==> src/sound_pkg.sv <==
`default_nettype none

package sound_pkg;

    // Audio sample width in bits
    localparam int sample_width = 16;

    // Signed PCM sample, two's complement
    typedef logic signed [sample_width-1:0] sample_t;

    // Delta-sigma accumulator
    // Top bit is the carry out of the 16-bit add
    typedef logic [sample_width:0] pdm_acc_t;

    // Serializer channel state
    typedef enum logic [1:0] {
        i2s_idle,
        i2s_left,
        i2s_right
    } i2s_state_t;

    // Default divisors
    // DAC master clock, half-rate toggle
    localparam int default_sclk_div = 19;
    // I2S bit clock, half-rate toggle
    localparam int default_bclk_div = 38;
    // 1-bit DAC update strobe
    localparam int default_dac_div = 5;

endpackage

`default_nettype wire

==> src/dac_1bit.sv <==
`default_nettype none

module dac_1bit
    import sound_pkg::*;
(
    input  logic    DAC_BCLK_SRC,
    input  logic    RESET_n,
    input  logic    clk_en,
    input  sample_t sample,
    output logic    sound_int
);

    // Offset-binary form of the sample
    logic [sample_width-1:0] offset;

    // Accumulator register and its next value
    pdm_acc_t acc;
    pdm_acc_t sum;

    // Flip the sign bit
    // -32768 maps to 0, +32767 maps to 65535
    assign offset = {~sample[sample_width-1], sample[sample_width-2:0]};

    // First-order loop
    // Only the lower 16 bits feed back, the carry is the output bit
    assign sum = {1'b0, acc[sample_width-1:0]} + {1'b0, offset};

    // Update only on the DAC strobe
    always_ff @(posedge DAC_BCLK_SRC or negedge RESET_n) begin
        if (!RESET_n) begin
            acc <= '0;
        end else if (clk_en) begin
            acc <= sum;
        end
    end

    // Registered carry, holds between updates
    // Density of ones tracks offset/65536
    assign sound_int = acc[sample_width];

endmodule

`default_nettype wire

==> src/dac_clock_divider.sv <==
`default_nettype none

module dac_clock_divider #(
    parameter int div = 2
) (
    input  logic DAC_BCLK_SRC,
    input  logic RESET_n,
    output logic tick,
    output logic clk_out
);

    // Counter wide enough for div-1, at least one bit
    localparam int cnt_width = (div > 1) ? $clog2(div) : 1;
    localparam logic [cnt_width-1:0] reload = cnt_width'(div - 1);

    logic [cnt_width-1:0] cnt;

    // One-cycle strobe on terminal count
    assign tick = (cnt == '0);

    // Down-counter, reloads after reaching zero
    always_ff @(posedge DAC_BCLK_SRC or negedge RESET_n) begin
        if (!RESET_n) begin
            cnt <= reload;
        end else if (tick) begin
            cnt <= reload;
        end else begin
            cnt <= cnt - 1'b1;
        end
    end

    // Toggle at the end of each tick cycle
    // Gives a 50% duty level with period 2*div
    always_ff @(posedge DAC_BCLK_SRC or negedge RESET_n) begin
        if (!RESET_n) begin
            clk_out <= 1'b0;
        end else if (tick) begin
            clk_out <= ~clk_out;
        end
    end

endmodule

`default_nettype wire

==> src/dac_i2s.sv <==
`default_nettype none

module dac_i2s
    import sound_pkg::*;
(
    input  logic    DAC_BCLK_SRC,
    input  logic    RESET_n,
    input  logic    bclk,
    input  logic    bclk_tick,
    input  sample_t sample_left,
    input  sample_t sample_right,
    output logic    lrclk,
    output logic    din
);

    // One slot per sample bit
    localparam int cnt_width = $clog2(sample_width);
    localparam logic [cnt_width-1:0] last_slot = cnt_width'(sample_width - 1);

    i2s_state_t state;

    // Current slot within the channel
    logic [cnt_width-1:0] bit_cnt;

    // Outgoing word, MSB first
    logic [sample_width-1:0] shift_reg;

    // Right word held from frame start
    sample_t right_word;

    logic fall_tick;
    logic slot_end;
    logic load_left;
    logic load_right;

    // Tick while bclk high means bclk falls on this edge
    assign fall_tick = bclk_tick & bclk;

    // Last slot of the current channel
    assign slot_end = (bit_cnt == last_slot);

    // Frame start: first tick out of idle or end of right channel
    assign load_left = (state == i2s_idle) ||
                       ((state == i2s_right) && slot_end);

    // Right channel start
    assign load_right = (state == i2s_left) && slot_end;

    // Channel FSM, slot counter and word select
    always_ff @(posedge DAC_BCLK_SRC or negedge RESET_n) begin
        if (!RESET_n) begin
            state   <= i2s_idle;
            bit_cnt <= '0;
            lrclk   <= 1'b0;
        end else if (fall_tick) begin
            bit_cnt <= slot_end ? '0 : bit_cnt + 1'b1;
            case (state)
                i2s_idle: begin
                    // First falling edge opens the left slot
                    state   <= i2s_left;
                    bit_cnt <= '0;
                    lrclk   <= 1'b0;
                end
                i2s_left: begin
                    if (slot_end) begin
                        state <= i2s_right;
                        lrclk <= 1'b1;
                    end
                end
                i2s_right: begin
                    if (slot_end) begin
                        state <= i2s_left;
                        lrclk <= 1'b0;
                    end
                end
                default: begin
                    // Unused encoding, restart on a left slot
                    state   <= i2s_left;
                    bit_cnt <= '0;
                    lrclk   <= 1'b0;
                end
            endcase
        end
    end

    // Word loading and shifting
    // At a channel start the old LSB is still in the top bit
    always_ff @(posedge DAC_BCLK_SRC) begin
        if (fall_tick) begin
            if (load_left) begin
                // Both channels sampled once per frame
                shift_reg  <= sample_left;
                right_word <= sample_right;
            end else if (load_right) begin
                shift_reg <= right_word;
            end else begin
                shift_reg <= {shift_reg[sample_width-2:0], 1'b0};
            end
        end
    end

    // Serial data out
    // One-slot delay after lrclk comes from the previous LSB
    always_ff @(posedge DAC_BCLK_SRC or negedge RESET_n) begin
        if (!RESET_n) begin
            din <= 1'b0;
        end else if (fall_tick) begin
            // Nothing sent before the first frame
            din <= (state == i2s_idle) ? 1'b0 : shift_reg[sample_width-1];
        end
    end

endmodule

`default_nettype wire

==> src/sound_out_top.sv <==
`default_nettype none

module sound_out_top
    import sound_pkg::*;
#(
    parameter int sclk_div = default_sclk_div,
    parameter int bclk_div = default_bclk_div,
    parameter int dac_div  = default_dac_div
) (
    input  logic    DAC_BCLK_SRC,
    input  logic    RESET_n,
    input  sample_t sample_int,
    input  sample_t sample_left,
    input  sample_t sample_right,
    output logic    sound_int,
    output logic    i2s_sclk,
    output logic    i2s_bclk,
    output logic    i2s_lrclk,
    output logic    i2s_din
);

    // Bit clock strobe, one cycle per bclk half period
    logic bclk_tick;

    // Update strobe for the internal 1-bit DAC
    logic dac_en;

    // DAC master clock for the external part
    // Only the pin level is needed
    dac_clock_divider #(
        .div        (sclk_div)
    ) sclk_div_inst (
        .DAC_BCLK_SRC,
        .RESET_n,
        .tick       (),
        .clk_out    (i2s_sclk)
    );

    // I2S bit clock
    // Pin level plus the strobe that paces the serializer
    dac_clock_divider #(
        .div        (bclk_div)
    ) bclk_div_inst (
        .DAC_BCLK_SRC,
        .RESET_n,
        .tick       (bclk_tick),
        .clk_out    (i2s_bclk)
    );

    // Internal DAC update rate
    // Strobe only, no pin
    dac_clock_divider #(
        .div        (dac_div)
    ) dac_div_inst (
        .DAC_BCLK_SRC,
        .RESET_n,
        .tick       (dac_en),
        .clk_out    ()
    );

    // Cartridge sound pin
    dac_1bit dac_1bit_inst (
        .DAC_BCLK_SRC,
        .RESET_n,
        .clk_en     (dac_en),
        .sample     (sample_int),
        .sound_int
    );

    // External stereo DAC
    dac_i2s dac_i2s_inst (
        .DAC_BCLK_SRC,
        .RESET_n,
        .bclk       (i2s_bclk),
        .bclk_tick,
        .sample_left,
        .sample_right,
        .lrclk      (i2s_lrclk),
        .din        (i2s_din)
    );

endmodule

`default_nettype wire

==> config.mk <==
export PLATFORM = sky130hd
export DESIGN_NAME = sound_out_top
export DESIGN_NICKNAME = d
export VERILOG_FILES = /design/src/sound_pkg.sv /design/src/dac_1bit.sv /design/src/dac_clock_divider.sv /design/src/dac_i2s.sv /design/src/sound_out_top.sv
export SDC_FILE = /design/constraint.sdc
export NUM_CORES = 1
export LEC_CHECK = 0
export BUFFER_PORTS_ARGS = -buffer_cell sky130_fd_sc_hd__buf_2
export CAP_MARGIN = 10
export CELL_PAD_IN_SITES_DETAIL_PLACEMENT = 1
export CELL_PAD_IN_SITES_GLOBAL_PLACEMENT = 2
export CORE_AREA = 3 3 149 115
export CTS_CLUSTER_SIZE = 30
export DETAILED_ROUTE_END_ITERATION = 6
export DIE_AREA = 0 0 152 118
export PLACE_DENSITY = 0.62
export SYNTH_ARGS = -nofsm -noshare
export SYNTH_HDL_FRONTEND = slang
export SYNTH_HIERARCHICAL = 1
export SYNTH_SLANG_ARGS = --single-unit
==> constraint.sdc <==
create_clock -name DAC_BCLK_SRC -period 2.6 [get_ports DAC_BCLK_SRC]
set_input_delay 0.26 -clock DAC_BCLK_SRC [delete_from_list [all_inputs] [get_ports DAC_BCLK_SRC]]
set_output_delay 0.26 -clock DAC_BCLK_SRC [all_outputs]
set_load 0.02 [all_outputs]
# ---- Word level (Yosys, flattened, before mapping)
# Cells that the tools add are included.
dict set report totals {
  ff_bits 73
  elab_cells 50
  in_bits 50
}
dict set report classes {
  bitwise 4
  muxes 14
  add_sub_neg 5
  n_eq_ne 5
  reduce_logical 10
}
# cell count
set op_table {}
lappend op_table {{$mux 16} 2}
lappend op_table {{$add 16x16->17} 1}
lappend op_table {{$mux 4} 2}
lappend op_table {{$logic_not 6->1} 1}
lappend op_table {{$mux 6} 1}
lappend op_table {{$sub 6x1->6 const B} 1}
lappend op_table {{$logic_not 5->1} 1}
lappend op_table {{$mux 5} 1}
lappend op_table {{$sub 5x1->5 const B} 1}
lappend op_table {{$add 4x1->4 const B} 1}
lappend op_table {{$eq 4x4->1 const B} 1}
lappend op_table {{$mux 2} 2}
lappend op_table {{$ne 2x1->1 const B} 2}
lappend op_table {{$pmux 2 s2} 1}
lappend op_table {{$logic_not 3->1} 1}
lappend op_table {{$mux 1} 3}
lappend op_table {{$mux 3} 1}
lappend op_table {{$not 1->1} 3}
lappend op_table {{$reduce_and 3->1} 1}
lappend op_table {{$sub 3x1->3 const B} 1}
lappend op_table {{$eq 2x1->1 const B} 1}
lappend op_table {{$eq 2x2->1 const B} 1}
lappend op_table {{$logic_and 1x1->1} 2}
lappend op_table {{$logic_not 2->1} 1}
lappend op_table {{5 further kinds} 5}

# ---- Depth between registers and ports, before layout
dict set report logic_depth {
  word_depth 4
  depth_mapped 8
  depth_no_buf 8
}

# ---- Cells and area by module
# The synthesis kept the hierarchy.
# mod seq_area_each_um2 n_inst cells_each area_each_um2
set by_module_without_submodules {}
lappend by_module_without_submodules {dac_i2s 1136.1 1 130 1719.1}
lappend by_module_without_submodules {dac_1bit 425.4 1 154 1457.6}
lappend by_module_without_submodules {{dac_clock_divider (bclk_div_inst)} 178.9 1 26 312.8}
lappend by_module_without_submodules {{dac_clock_divider (sclk_div_inst)} 152.6 1 23 267.8}
lappend by_module_without_submodules {{dac_clock_divider (dac_div_inst)} 101.3 1 13 166.4}

# ---- Worst setup path before layout
# No wires, ideal clock.
dict set report synth_timing {
  path_kind {reg-to-reg}
  from {register bclk_div_inst.cnt[1]}
  to {register dac_i2s_inst.right_word[0] (enable)}
  setup_time_ns 0.388
  t_arrival_ns 2.098
  t_required_ns 2.212
  path_slack_ns 0.114
  path_stages_with_launch 7
  cell_sequence {dfrtp_1 > inv_1 > ha_1 > or3b_4 > nor3_4 > nand2_1 > nor2_1}
}
dict set report synth_via {
  elab_chain_cells 3
}
# item line
set synth_lines {}
lappend synth_lines {{start: declaration} dac_clock_divider.sv:16} ;# logic [cnt_width-1:0] cnt;
lappend synth_lines {{start signal: assignment} dac_clock_divider.sv:24} ;# cnt <= reload;
lappend synth_lines {{start signal: assignment} dac_clock_divider.sv:26} ;# cnt <= reload;
lappend synth_lines {{start signal: assignment} dac_clock_divider.sv:28} ;# cnt <= cnt - 1'b1;
lappend synth_lines {{$logic_not 6->1} dac_clock_divider.sv:19} ;# assign tick = (cnt == '0);
lappend synth_lines {{net bclk_tick} sound_out_top.sv:23} ;# logic bclk_tick;
lappend synth_lines {{$and 1x1->1} dac_i2s.sv:37} ;# assign fall_tick = bclk_tick & bclk;
lappend synth_lines {{$reduce_and 2->1 (no source line)} --}
lappend synth_lines {{end signal: assignment} dac_i2s.sv:93} ;# right_word <= sample_right;
lappend synth_lines {{end: declaration} dac_i2s.sv:29} ;# sample_t right_word;
# The timed path passes the listed nets, and every way through them passes these cells.
# A chain may end at the register's enable or synchronous reset.

# ---- Final worst setup path
dict set report layout_timing {
  from {register dac_1bit_inst.acc[0]}
  to {register dac_1bit_inst.acc[14]}
}
dict set report layout_via {
  elab_chain_cells 1
}
# item line
set layout_lines {}
lappend layout_lines {{start: declaration} dac_1bit.sv:17} ;# pdm_acc_t acc;
lappend layout_lines {{start signal: assignment} dac_1bit.sv:33} ;# acc <= sum;
lappend layout_lines {{$add 16x16->17} dac_1bit.sv:26} ;# assign sum = {1'b0, acc[sample_width-1:0]} + {1'b0, offset};
# No other way between the ends.

==> out/results.txt <==
Worst EP required = 2.81 ns
H-tree levels = 3
HPWL after DPL = 6770 um
vias = 2,840
Nets = 481
RSZ-0062 raised after global routing = no
part of the power in registers = 36.8%
crit start category = flop
leading cell types in the layout, fill and taps excluded = buf_2 (54), dfrtp_1 (34), edfxtp_1 (32), nor2_1 (30), a21oi_1 (29)
R2R Path Start = dac_1bit_inst/acc[0]
crit path buf inv count = 0
total negative slack = 0 ns
Critical Path AT = 2.67 ns
Power Internal = 2.58 mW
CTS Sinks = 72
Max Slew Vio Count = 0
largest net degree at the start of global routing = 41
slowest stage delay, CP = 0.44 ns
initial DRC count = 118
Inserted Diodes = 0
# IOs = 55
RePlAce Congestion = 0.748
CTS Root Cell = clkbuf_16
YS warnings = 6
leak pwr = 2.12 nW
CP max stage cell = a311o_1
Sw Pwr = 1.23 mW
IO buf count = 54
area delta synth->final = 20.9%
vias in the first global route = 3,006
WL final = 9100 um
Final Skew = 0.00727 ns
HP Class = input port to asynchronous set/reset pin
Crit. End Element = flop
utilization after layout = 29.7%
endpoints failing hold = 0
CTS clock-pin slew for the worst setup and hold paths = 0.06 ns
first-pass GRT wire length = 15,400 um
Crit Path Max Fanout = 4
Period Utilization, post-route = 94.3%
actual slew at the worst max-slew pin = 0.981 ns
syn_nets = 420
Post-CTS Setup Bufs = 0
Clk network pwr share = 31.4%
max reg flops = 17
number of max-cap violations = 0
Via density = 4.58
PwrDens = 810 nW/um2
grt ovf = 0
DR WL/cell = 14.7 um
Starting Density = 24.6%
Final min period = 2.45 ns
Fmax = 408 MHz
TritonCTS Buffers = 9
GRT Total Usage = 10.6%
outcome = finished clean
drt drc = 0
CP cell instances = ha_1, fa_1, a21o_2, a311o_1, a31oi_1, mux2i_1, a221o_1
drt first pass iters = 4
total die area = 17,900 um2
setup violators final = 0
syn avg cell area = 11.3 um2
CP top delay family = compound AO/OA/AOI/OAI gates
Max clock buf depth = 2
Levels on crit path = 7
Synth Instances = 344
clk_lat worst skew = 0.34 ns
core area = 15,800 um2
Comb power frac = 31.8%
Post-Syn Area = 3890 um2
r2r setup slk = 0.15 ns
FF-to-FF path depth = 7
worst hold slack = 0.0888 ns
Core Rows = 40
commonest non-fill, non-tap cell in the layout = buf_2
post_cts resized = 0
CTS tree = built
antenna-violating nets left = 0
RR Endpoint = dac_1bit_inst/acc[14]
DIE WIDTH = 152 um
Die H = 118 um
WS Path Type = flop to flop
layout cells sized above 1 = 24.1%
Hold-fix buffers, CTS = 0
switching share of total power = 32.2%
Worst VDD drop = 252 uV
Slew headroom = 34.6%
initial antenna violation count = 0
[through the flow]
stage                     std cells  power [mW]  cell area, um2  setup slack, ns
after global placement          604        2.61            4420            0.214
after floorplan                 344        2.30            3890            0.114
after detailed placement        604        2.64            4420            0.150
after CTS                       620        3.88            4700            0.131
final                           620        3.81            4700            0.147
after global routing            620        4.09            4700           0.0494
[power by group through the flow]
stage                     Clock [mW]  Combinational [mW]  Sequential (mW)
after floorplan                    0               0.890             1.41
after global placement             0                1.19             1.42
after detailed placement           0                1.21             1.43
after CTS                       1.25                1.22             1.41
after global routing            1.30                1.37             1.43
final                           1.20                1.21             1.40
[layout make-up]
| class | instances | area [um2] |
|---|---|---|
| fill | 1823 | 11100 |
| tap | 210 | 263 |
| clock inverter | 5 | 47.5 |
| timing repair buffer | 60 | 328 |
| multi-input combinational | 241 | 1790 |
| sequential | 72 | 1970 |
| inverter | 21 | 78.8 |
| clock buffer | 11 | 233 |
[worst register-to-register path, stage by stage (launching register included)]
cell and delay [ns]:
dfrtp_1 0.38, ha_1 0.21, fa_1 0.41, a21o_2 0.26
a311o_1 0.44, a31oi_1 0.26, mux2i_1 0.10, a221o_1 0.27
[routing by layer]
metal | track usage (%) | routed length (um) | vias up
met5 | 0 | 0 | -
met4 | 3.20 | 121 | 0
met2 | 15.8 | 4150 | 24
met1 | 14.7 | 4560 | 1415
li1 | - | - | 1392
met3 | 3.23 | 268 | 9
[worst max-delay path by stage]
| stage | slack [ns] | endpoint | start |
|---|---|---|---|
| after detailed placement | 0.15 | dac_1bit_inst/acc[14] | dac_1bit_inst/acc[0] |
| after floorplan | 0.11 | dac_i2s_inst/right_word[0] | bclk_div_inst/cnt[1] |
| final | 0.15 | dac_1bit_inst/acc[14] | dac_1bit_inst/acc[0] |
| after CTS | 0.13 | dac_1bit_inst/acc[14] | dac_1bit_inst/acc[0] |
| after global placement | 0.21 | dac_1bit_inst/acc[14] | sample_int[0] |
| after global routing | 0.05 | dac_1bit_inst/acc[14] | dac_1bit_inst/acc[0] |
Power figures use the tool's default switching activity.
